## config.mk

```make
export PLATFORM = sky130hd
export DESIGN_NAME = laneCollector_flat
export DESIGN_NICKNAME = d
export VERILOG_FILES = /design/src/source/isaPkg.sv /design/src/source/corePkg.sv /design/src/source/laneBus.sv /design/src/source/laneCollector.sv /design/src/flat_wrapper.sv
export VERILOG_INCLUDE_DIRS = /design/src /design/src/source
export SDC_FILE = /design/constraint.sdc
export NUM_CORES = 1
export LEC_CHECK = 0
export BUFFER_PORTS_ARGS = -buffer_cell sky130_fd_sc_hd__buf_4
export CAP_MARGIN = 10
export CORE_AREA = 2 2 110 112
export CTS_CLUSTER_SIZE = 16
export DETAILED_ROUTE_END_ITERATION = 12
export DIE_AREA = 0 0 112 114
export PLACE_DENSITY = 0.68
export SYNTH_ARGS = -nofsm -noshare
export SYNTH_HDL_FRONTEND = slang
export SYNTH_SLANG_ARGS = --single-unit
```

## constraint.sdc

```tcl
create_clock -name clk -period 1.4 [get_ports clk]
set_input_delay 0.14 -clock clk [delete_from_list [all_inputs] [get_ports clk]]
set_output_delay 0.14 -clock clk [all_outputs]
set_load 0.01 [all_outputs]
```

## src/source/core_settings.svh

```systemverilog
`ifndef CORE_SETTINGS_SVH
`define CORE_SETTINGS_SVH

// Datapath word size, also the RAM word
`define DATA_WIDTH 32

// Register file depth, window arithmetic wraps at this size
`define REG_COUNT 64

// Arithmetic lanes, Vadd uses all of them
`define LANE_COUNT 4

`define RESET_WINDOW 2  // Window base after reset

// Absolute register holding the compare flag in bit 0
`define FLAG_REG 1

`endif

```

## src/source/isaPkg.sv

```systemverilog
package isaPkg;

  // Instruction opcodes, low byte of every instruction word
  typedef enum logic [7:0] {
    Nop    = 8'h00,
    Add    = 8'h01,
    Sub    = 8'h02,
    Mul    = 8'h03,  // Low word of the product
    Min    = 8'h04,
    Max    = 8'h05,
    Cmp    = 8'h06,  // Equality test into the flag register
    Vadd   = 8'h07,  // Four-wide add over consecutive registers
    Ldi    = 8'h10,
    St     = 8'h11,
    SetWin = 8'h12,
    Jmp    = 8'h20,
    Jz     = 8'h21,
    Jnz    = 8'h22,
    Je     = 8'h23,  // Taken on flag set
    Jne    = 8'h24,  // Taken on flag clear
    Halt   = 8'h2F
  } opCode;

  // Register field
  // Values of 64 and up pick absolute register field - 64
  // Smaller values pick field + window base, modulo the register count
  typedef logic [7:0] regField;

  // Three-register form for arithmetic and store
  typedef struct packed {
    regField srcB;
    regField srcA;
    regField dest;
    opCode   op;
  } regFormat;

  // Constant form for Ldi, SetWin and the jumps, targets are byte addresses
  typedef struct packed {
    regField     regSel;    // Ldi destination, Jz/Jnz test register
    logic [15:0] constant;  // Zero extended on use
    opCode       op;
  } immFormat;

  typedef union packed {
    regFormat regForm;
    immFormat immForm;
  } instrWord;

endpackage

```

## src/source/corePkg.sv

```systemverilog
package corePkg;

  // Sequencer steps, one instruction per pass from Fetch to Writeback
  typedef enum logic [2:0] {
    Fetch,      // readReq high
    Wait,       // RAM latency
    Decode,     // Instruction word sampled
    Operand,    // Lane issue
    Execute,    // Lane results valid
    Writeback,  // Register writes, next ipointer
    Halted
  } seqState;

  // Operation applied by every enabled lane
  typedef enum logic [2:0] {
    PassB,  // Operand B straight through, Ldi
    Add,
    Sub,
    Mul,
    Min,    // Signed compare
    Max,
    Eq      // 1 on equal operands, else 0
  } laneOp;

endpackage

```

## src/source/laneBus.sv

```systemverilog
`timescale 1ns/1ps
`include "core_settings.svh"

// Operands, operation and results shared by sequencer, register file, lanes and collector
interface laneBus;

  corePkg::laneOp              op;
  logic [`LANE_COUNT-1:0]      laneEnable;  // One bit per lane
  logic                        issue;       // Single cycle, Operand step

  logic [`DATA_WIDTH-1:0]      operandA [`LANE_COUNT];
  logic [`DATA_WIDTH-1:0]      operandB [`LANE_COUNT];

  // Driven one element per lane instance
  logic [`DATA_WIDTH-1:0]      result [`LANE_COUNT];
  logic                        valid [`LANE_COUNT];

  // Sequencer side, lane 0 operand A doubles as the store address
  modport control (output op, laneEnable, issue, input operandA);

  modport feeder (input op, output operandA, operandB);

  modport lane (input op, laneEnable, issue, operandA, operandB, output result, valid);

  modport drain (input op, result, valid);

endinterface

```

## src/source/laneCollector.sv

```systemverilog
`timescale 1ns/1ps
`include "core_settings.svh"

module laneCollector (
  input  logic                   clk,
  input  logic                   reset,
  input  isaPkg::regField        destReg,
  laneBus.drain                  lanes,
  output logic [`LANE_COUNT-1:0] writeMask,  // High for the Writeback cycle only
  output isaPkg::regField        writeBase,
  output logic [`DATA_WIDTH-1:0] writeData [`LANE_COUNT]
);

  logic isCompare;

  assign isCompare = (lanes.op == corePkg::Eq);

  // Valid bits from Execute become the write mask in Writeback
  always_ff @(posedge clk)
  begin
    if (reset)
      writeMask <= '0;
    else
    begin
      for (int i = 0; i < `LANE_COUNT; i++)
        writeMask[i] <= lanes.valid[i];
    end
  end

  // Target and data, meaningful only under the mask
  always_ff @(posedge clk)
  begin
    if (isCompare)
      writeBase <= isaPkg::regField'(`FLAG_REG);  // Compare lands in the flag register
    else
      writeBase <= destReg;
    for (int i = 0; i < `LANE_COUNT; i++)
    begin
      if (isCompare)
        writeData[i] <= `DATA_WIDTH'(lanes.result[i][0]);  // Flag in bit 0, rest zero
      else
        writeData[i] <= lanes.result[i];
    end
  end

endmodule

```

## src/flat_wrapper.sv

```systemverilog
// flat-port wrapper written by rule: the top's interface ports become plain ports
module laneCollector_flat 
  (clk, reset, destReg, writeMask, writeBase, writeData, lanes_op, lanes_result, lanes_valid);
  laneBus lanes_i ();
  input  logic clk;
  input  logic reset;
  input  isaPkg::regField destReg;
  output logic [`LANE_COUNT-1:0] writeMask;
  output isaPkg::regField writeBase;
  output logic [`DATA_WIDTH-1:0] writeData[`LANE_COUNT];
  input wire logic [$bits(lanes_i.op)-1:0] lanes_op;
  input wire logic [$bits(lanes_i.result)-1:0] lanes_result;
  input wire logic [$bits(lanes_i.valid)-1:0] lanes_valid;
  assign lanes_i.op = lanes_op;
  assign lanes_i.result = {>>{lanes_result}};
  assign lanes_i.valid = {>>{lanes_valid}};
  laneCollector u_core (.clk(clk), .reset(reset), .destReg(destReg), .lanes(lanes_i), .writeMask(writeMask), .writeBase(writeBase), .writeData(writeData));
endmodule
```

==> Yosys cells after proc, flatten, opt, wreduce, memory -nomap -nowiden <==
Index checks and enable logic that the tools add are counted.
{ "totals": {"regBits": 140, "out_inout_bits": 140} }
{ "op_classes": {"n_eq_ne": 1} }
{ "op_table": {"columns": ["cell", "count"], "rows": [
  ["$eq 3x3->1 const B", 1]
]} }

==> Depth between registers and ports, before layout <==
Gate-level depths: netlist of the first run.
{ "depth": {"depth_word": 1, "mapped_depth": 4} }

==> Worst setup path before layout of the first run <==
OpenSTA, ideal clock, no wires.
{ "synth_timing": {"path_kind": "input-to-reg", "start": "input port lanes_op[0]", "end": "register u_core.writeData[10] (netlist bit)", "setup_ps": 115, "arrival_time_ps": 707, "required_time_ps": 1285, "setup_slack_ps": 578, "stages": 4, "cell_sequence": "nand3b_4 > buf_6 > buf_6 > and2_1"} }
{ "synth_between": {"elab_chain_cells": 1} }
{ "synth_lines": {"columns": ["element", "line", "rtl"], "rows": [
  ["start, declared", "flat_wrapper.sv:11", "input wire logic [$bits(lanes_i.op)-1:0] lanes_op;"],
  ["$eq 3x3->1", "laneCollector.sv:16", "assign isCompare = (lanes.op == corePkg::Eq);"],
  ["end signal, assigned by index", "laneCollector.sv:40", "writeData[i] <= `DATA_WIDTH'(lanes.result[i][0]);"],
  ["end signal, assigned by index", "laneCollector.sv:42", "writeData[i] <= lanes.result[i];"],
  ["end, declared", "laneCollector.sv:11", "output logic [`DATA_WIDTH-1:0] writeData [`LANE_COUNT]"]
]} }
Every way passes these cells.
A chain may end at the register's enable or synchronous reset.

==> Final worst setup path of the first run <==
{ "layout_timing": {"start": "input port reset", "end": "register u_core.writeMask[3]"} }
{ "layout_rtl": {"columns": ["element", "line", "rtl"], "rows": [
  ["start, declared", "flat_wrapper.sv:6", "input logic reset;"],
  ["end signal, assigned by index", "laneCollector.sv:26", "writeMask[i] <= lanes.valid[i];"],
  ["end, declared", "laneCollector.sv:9", "output logic [`LANE_COUNT-1:0] writeMask,"]
]} }
No word-level cell between the ends.

==> results of run 1 <==
-- timing repair --
action                                 in CTS  in global routing
endpoints found under the hold margin     140                  0
setup buffers                               0                  0
hold buffers                              141                  0
-- registers in the layout, summed over array words and instances, names as in the netlist --
register          cells
u_core.writeBase      8
u_core.writeData    128
u_core.writeMask      4
-- per-stage QoR --
stage / cell area, µm² / util / worst slack (ns) / instances / total power [W]
3_3_place_gp: 6030 / 0.5149 / 0.2658 / 710 / 0.005469
2_1_floorplan: 3794 / - / 0.5785 / 291 / 0.004743
4_1_cts: 8125 / 0.6938 / 0.3133 / 883 / 0.01092
5_1_grt: 8125 / 0.6938 / 0.2579 / 883 / 0.01122
3_5_place_dp: 6030 / 0.5149 / 0.2479 / 710 / 0.005489
6_report: 8125 / 0.6938 / 0.2714 / 883 / 0.01086
-- layout by cell type, fill, tap and decap left out --
cell	n
buf_4	284
dlygate4sd3_1	141
dfxtp_1	140
and2_1	131
clkbuf_16	17
bufinv_16	6
nor2b_1	4
clkbuf_8	3
clkinv_4	2
clkbuf_1	2
buf_12	2
nand3b_4	1
nand2b_1	1
clkinv_2	1
clkinvlp_4	1
-- path summary, 6_finish.rpt --
check                            endpoint  slack, ns
worst max-delay path  u_core.writeMask[3]       0.27
worst min-delay path  u_core.writeBase[0]       0.23
-- layer usage --
metal | global-route usage | share of wire | vias to the layer above | wire, µm
li1 | - | - | 1740 | -
met1 | 0.1856 | 0.34 | 1591 | 4453
met2 | 0.3713 | 0.53 | 197 | 6836
met3 | 0.08077 | 0.089 | 37 | 1154
met4 | 0.1138 | 0.039 | 0 | 510
met5 | 0 | 0 | - | 0
-- area by class of cell --
cell class	instances	area, µm²
Fill cell	786	3586
Clock inverter	10	210.2
Tap cell	147	183.9
Clock buffer	22	474.2
Multi-Input combinational cell	137	870.8
Timing Repair Buffer	427	3583
Sequential cell	140	2803
-- worst max-delay path, stage by stage --
cell and delay [ns]:
dlygate4sd3_1 0.56, buf_4 0.16, nor2b_1 0.09, dlygate4sd3_1 0.54
-- cells by family (layout without fill, tap and decap cells) --
logic type             count (synthesis)  count (layout)  synth area share
buffers and inverters                 14             459           0.03166
flip-flops                           140             140            0.7388
AND/OR/NAND/NOR                      137             137            0.2296
-- power breakdown --
group	internal (W)	total [W]	leakage, nW	switching [W]
registers	0.00425	0.00434	1.18	0.0000845
clock network	0.00349	0.00511	0.331	0.00162
logic	0.000940	0.00141	2.33	0.000474
total	0.00868	0.0109	3.84	0.00218
==> impl_metrics.csv, run 1 <==
group,metric,value,unit
run_status,status,"completed",
die,rows,40,
yosys,synthCells,291,
timing,rsz0062_at_grt,"false",
routing,drtIter0Drc,139,
die,ios,285,
yosys,yosysUniqueCellTypes,7,
timing,fin_setup_tns,0,ns
global_route,gr-usage-all-layers,0.2000,
yosys,synth_edf_count,0,
timing,hold_viol_final,0,
hold_path,hp-start,"lanes_op[2]",
clocking,cts_buffers,17,
yosys,synth.avg_cell_area,13.04,µm²
global_route,grt_pass1_wl,19.24,mm
worst_setup_path,critPathLaunch,"reset",
run,max_cap_violations,0,
pwr,powerDensity,1337,mW/mm²
timing,period_share,0.8061,
global_route,antenna_found_initial,0,
routing,firstDrtPassIters,4,
timing,max_freq,0.8861,GHz
clocking,cts_resized,0,
hold_path,min_path_cells,3,
worst_setup_path,end_kind,"flip-flop",
timing,worst_pin_slew,0.2734,ns
die,die_area,0.01277,mm²
yosys,synth_flop_cell,"dfxtp_1",
timing,slew_headroom,0.8177,
timing,report.final.slew_viol_count,0,
global_route,gr-total-overflow,0,
routing,routed_wl,12.96,mm
placed_design,io_buffers,284,
clocking,clock-sinks,140,
yosys,synth_top_area_frac,0.7388,
hold_path,hold_class,"primary input to flip-flop",
global_route,grt_max_degree,56,
worst_setup_path,cp_max_fo,4,
die,die_w,112,µm
routing,viasPerCell,4.037,
yosys,syn_nets,436,
pwr,vdd_ir_drop_max,1.047,mV
routing,route.detailed.drc,0,
yosys,ys_top_cells_by_area,"dfxtp_1 74%, and2_1 22%, buf_6 2.7%",
pwr,p_leak,3.841,nW
yosys,synth-seq-cells,140,
clocking,cts-root-buf,"clkbuf_16",
worst_setup_path,arrival,1.49,ns
timing,period_minus_slack,1.129,ns
worst_setup_path,critPathLaunchType,"primary input",
layout,drive_gt1_frac,0.4307,
die,core-area,0.01171,mm²
layout,nets,868,
clocking,cts_tree,"built",
routing,drtAntennaViolNets,0,
global_route,grt_pass1_vias,3832,
layout,antenna_cells,0,
routing,wl_per_cell,14.67,µm
yosys,synth_top_area_cell,"dfxtp_1",
die,die_height,114,µm
layout,area_delta_synth_final,114.2,%
worst_setup_path,required,1.76,ns
worst_setup_path,timing_worst_setup_path_type,"primary input to flip-flop",
placed_design,dpl.hpwl,7.699,mm
placed_design,place.gp.congestion,0.7411,
yosys,yosysMostFrequentCell,"dfxtp_1",
yosys,syn-cell-area,0.003794,mm²
yosys,yosysWarnings,0,
yosys,ys_seq_area_frac,0.7388,
clocking,htree_levels,4,
routing,vias,3565,
timing,setup_violations,0,
die,initial_core_util,0.3239,
yosys,synthTopCellsByCount,"140 x dfxtp_1, 131 x and2_1, 9 x buf_6",
timing,whs,0.2280,ns
yosys,async_flop_share,0,
clocking,cts_buffer_depth,2,
clocking,path_clk_slew,0.06,ns
No activity file was read; power rests on OpenSTA's default activity.
==> run 2: changes to the inputs <==
--- a/config.mk
+++ b/config.mk
@@ -6,13 +6,14 @@
 export SDC_FILE = /design/constraint.sdc
 export NUM_CORES = 1
 export LEC_CHECK = 0
+export ABC_AREA = 1
 export BUFFER_PORTS_ARGS = -buffer_cell sky130_fd_sc_hd__buf_4
 export CAP_MARGIN = 10
-export CORE_AREA = 2 2 110 112
+export CORE_AREA = 2 2 112 114
 export CTS_CLUSTER_SIZE = 16
 export DETAILED_ROUTE_END_ITERATION = 12
-export DIE_AREA = 0 0 112 114
-export PLACE_DENSITY = 0.68
+export DIE_AREA = 0 0 114 116
+export PLACE_DENSITY = 0.67
 export SYNTH_ARGS = -nofsm -noshare
 export SYNTH_HDL_FRONTEND = slang
 export SYNTH_SLANG_ARGS = --single-unit
==> constraint.sdc (replaced) <==
create_clock -name clk -period 1.1 [get_ports clk]
set_input_delay 0.11 -clock clk [delete_from_list [all_inputs] [get_ports clk]]
set_output_delay 0.11 -clock clk [all_outputs]
set_load 0.01 [all_outputs]
==> impl_metrics.csv, run 2 <==
group,metric,value,unit
pwr,vdd_ir_drop_max,1.042,mV
hold_path,hold_class,"primary input to flip-flop",
routing,met3_length,1.247,mm
worst_setup_path,cp_max_fo,37,
layout,drive_gt1_frac,0.3623,
pwr,power,0.01316,W
placed_design,place.gp.congestion,0.7622,
yosys,syn_nets,572,
routing,viasPerCell,4.008,
run_status,status,"completed",
placed_design,io_buffers,284,
timing,worst_pin_slew,0.1814,ns
layout,fin_cells,1022,
yosys,synthTopCellsByCount,"140 x dfxtp_1, 135 x inv_1, 135 x nor2_1",
routing,drtIter0Drc,137,
yosys,synth-seq-cells,140,
yosys,synth_top_area_frac,0.7134,
routing,dr_wl_met2,7.667,mm
yosys,yosysMostFrequentCell,"dfxtp_1",
layout,largestRegisters,"u_core.writeData x128, u_core.writeBase x8, u_core.writeMask x4",
yosys,synthCells,427,
yosys,syn-cell-area,0.003929,mm²
placed_design,dpl.hpwl,8.172,mm
yosys,synth_flop_cell,"dfxtp_1",
clocking,cts_tree,"built",
layout,final_cell_mix,"284 x buf_4, 142 x dlygate4sd3_1, 140 x dfxtp_1, 135 x inv_1, 135 x nor2_1",
die,initial_core_util,0.3298,
clocking,cts_buffers,17,
pwr,p_leak,4.445,nW
global_route,gr-total-overflow,0,
die,die_height,116,µm
layout,final_area,0.008275,mm²
timing,period_minus_slack,1.032,ns
worst_setup_path,cpMostUsedCell,"buf_12",
die,die_w,114,µm
worst_setup_path,slowest_stage,"dlygate4sd3_1",
global_route,grt_pass1_vias,4375,
layout,regMostFlops,"u_core.writeData",
die,rows,40,
timing,period_share,0.9379,
worst_setup_path,required,1.39,ns
routing,top_layer_used,"met4",
timing,setup_violations,0,
layout,largest_reg_flops,128,
routing,firstDrtPassIters,4,
layout,area_delta_synth_final,110.6,%
yosys,synth_edf_count,0,
run,max_cap_violations,0,
die,die_area,0.01322,mm²
yosys,synth.avg_cell_area,9.201,µm²
clocking,cts_buffer_depth,2,
timing,slew_headroom,0.8791,
worst_setup_path,critPathLaunch,"lanes_op[0]",
layout,fillers,804,
placed_design,place_inst,847,
routing,route.detailed.drc,0,
global_route,gr-usage-all-layers,0.2064,
global_route,antenna_found_initial,0,
routing,vias,4096,
placed_design,dpl_cell_area,0.006215,mm²
die,ios,285,
routing,wl_met1,4.904,mm
worst_setup_path,path_cells,"dlygate4sd3_1, buf_4, nor2_4, buf_12, buf_12, nor2_1",
worst_setup_path,critPathLaunchType,"primary input",
yosys,async_flop_share,0,
layout,layout_commonest_cell,"buf_4",
routing,wl_per_cell,13.82,µm
clocking,path_clk_slew,0.06,ns
timing,rsz0062_at_grt,"false",
yosys,ys_seq_area_frac,0.7134,
clocking,cts-root-buf,"clkbuf_16",
worst_setup_path,slowest_delay,0.54,ns
timing,report.final.slew_viol_count,0,
pwr,powerDensity,1590,mW/mm²
yosys,synth_top_area_cell,"dfxtp_1",
layout,nets,1008,
yosys,yosysUniqueCellTypes,8,
worst_setup_path,end_kind,"flip-flop",
timing,max_freq,0.9693,GHz
yosys,yosysWarnings,0,
yosys,ys_top_cells_by_area,"dfxtp_1 71%, inv_1 13%, nor2_1 13%",
global_route,grt_pass1_wl,20.76,mm
routing,routed_wl,14.13,mm
clocking,clock-sinks,140,
timing,fin_setup_tns,0,ns
global_route,grt_max_degree,59,
layout,antenna_cells,0,
hold_path,hp-start,"lanes_op[2]",
routing,drtAntennaViolNets,0,
clocking,htree_levels,4,
worst_setup_path,timing_worst_setup_path_type,"primary input to flip-flop",
timing,hold_viol_final,0,
die,core-area,0.01191,mm²
worst_setup_path,arrival,1.32,ns
worst_setup_path,endpoint,"u_core.writeData[111]",
[run 2: power by group]
| group | switching (W) | internal [W] |
|---|---|---|
| clock | 0.00201 | 0.00372 |
| combinational | 0.000724 | 0.00118 |
| sequential | 0.000107 | 0.00541 |
| total | 0.00284 | 0.0103 |
[run 2: cell type report]
class                           count  area [µm²]  share of cell area
Timing Repair Buffer              431        3659              0.4421
Multi-Input combinational cell    138       529.3             0.06396
Tap cell                          147       183.9             0.02223
Clock inverter                      7       112.6             0.01361
Clock buffer                       24       481.7             0.05821
Sequential cell                   140        2803              0.3387
Inverter                          135       506.7             0.06123
[run 2: cell families after synthesis]
| kind of cell | after synthesis | share of synthesized area |
|---|---|---|
| AOI/OAI and AO/OA | 1 | 0.001912 |
| and+or+nand+nor | 137 | 0.1315 |
| DFF | 140 | 0.7134 |
| buffers and inverters | 149 | 0.1532 |
[run 2: metrics by stage]
stage | hold slack (ns) | utilization | worst slack (ns)
3_3_place_gp | 0.2143 | 0.5217 | 0.1593
5_1_grt | 0.06016 | 0.6947 | 0.05047
3_5_place_dp | 0.2156 | 0.5217 | 0.1197
4_1_cts | 0.0005659 | 0.6910 | 0.02484
2_1_floorplan | 0.1377 | - | 0.3401
6_report | 0.08687 | 0.6947 | 0.06833
[run 2: worst max-delay path: cells and delay by family]
kind	cells	cell delay [ns]
AND/OR/NAND/NOR	2	0.17
buffers and inverters	4	1.02
[run 2: worst min-delay path by stage]
stage,endpoint,depth (start not counted)
6_report,u_core.writeBase[0],3
5_1_grt,u_core.writeBase[0],3
4_1_cts,u_core.writeBase[0],3
3_5_place_dp,u_core.writeData[32],1
3_3_place_gp,u_core.writeData[96],1
2_1_floorplan,u_core.writeData[0],0
[run 2: repair_timing]
action                                  CTS  global route
hold buffers                            142             1
gates resized for setup                   0             0
setup buffers                             0             1
hold endpoints to repair                140             1
endpoints found under the setup margin    0            55
[run 2: routing by layer]
metal	global-route usage	vias to the layer above
met5	0	-
li1	-	2017
met3	0.08525	28
met1	0.1905	1861
met2	0.3913	190
met4	0.1008	0
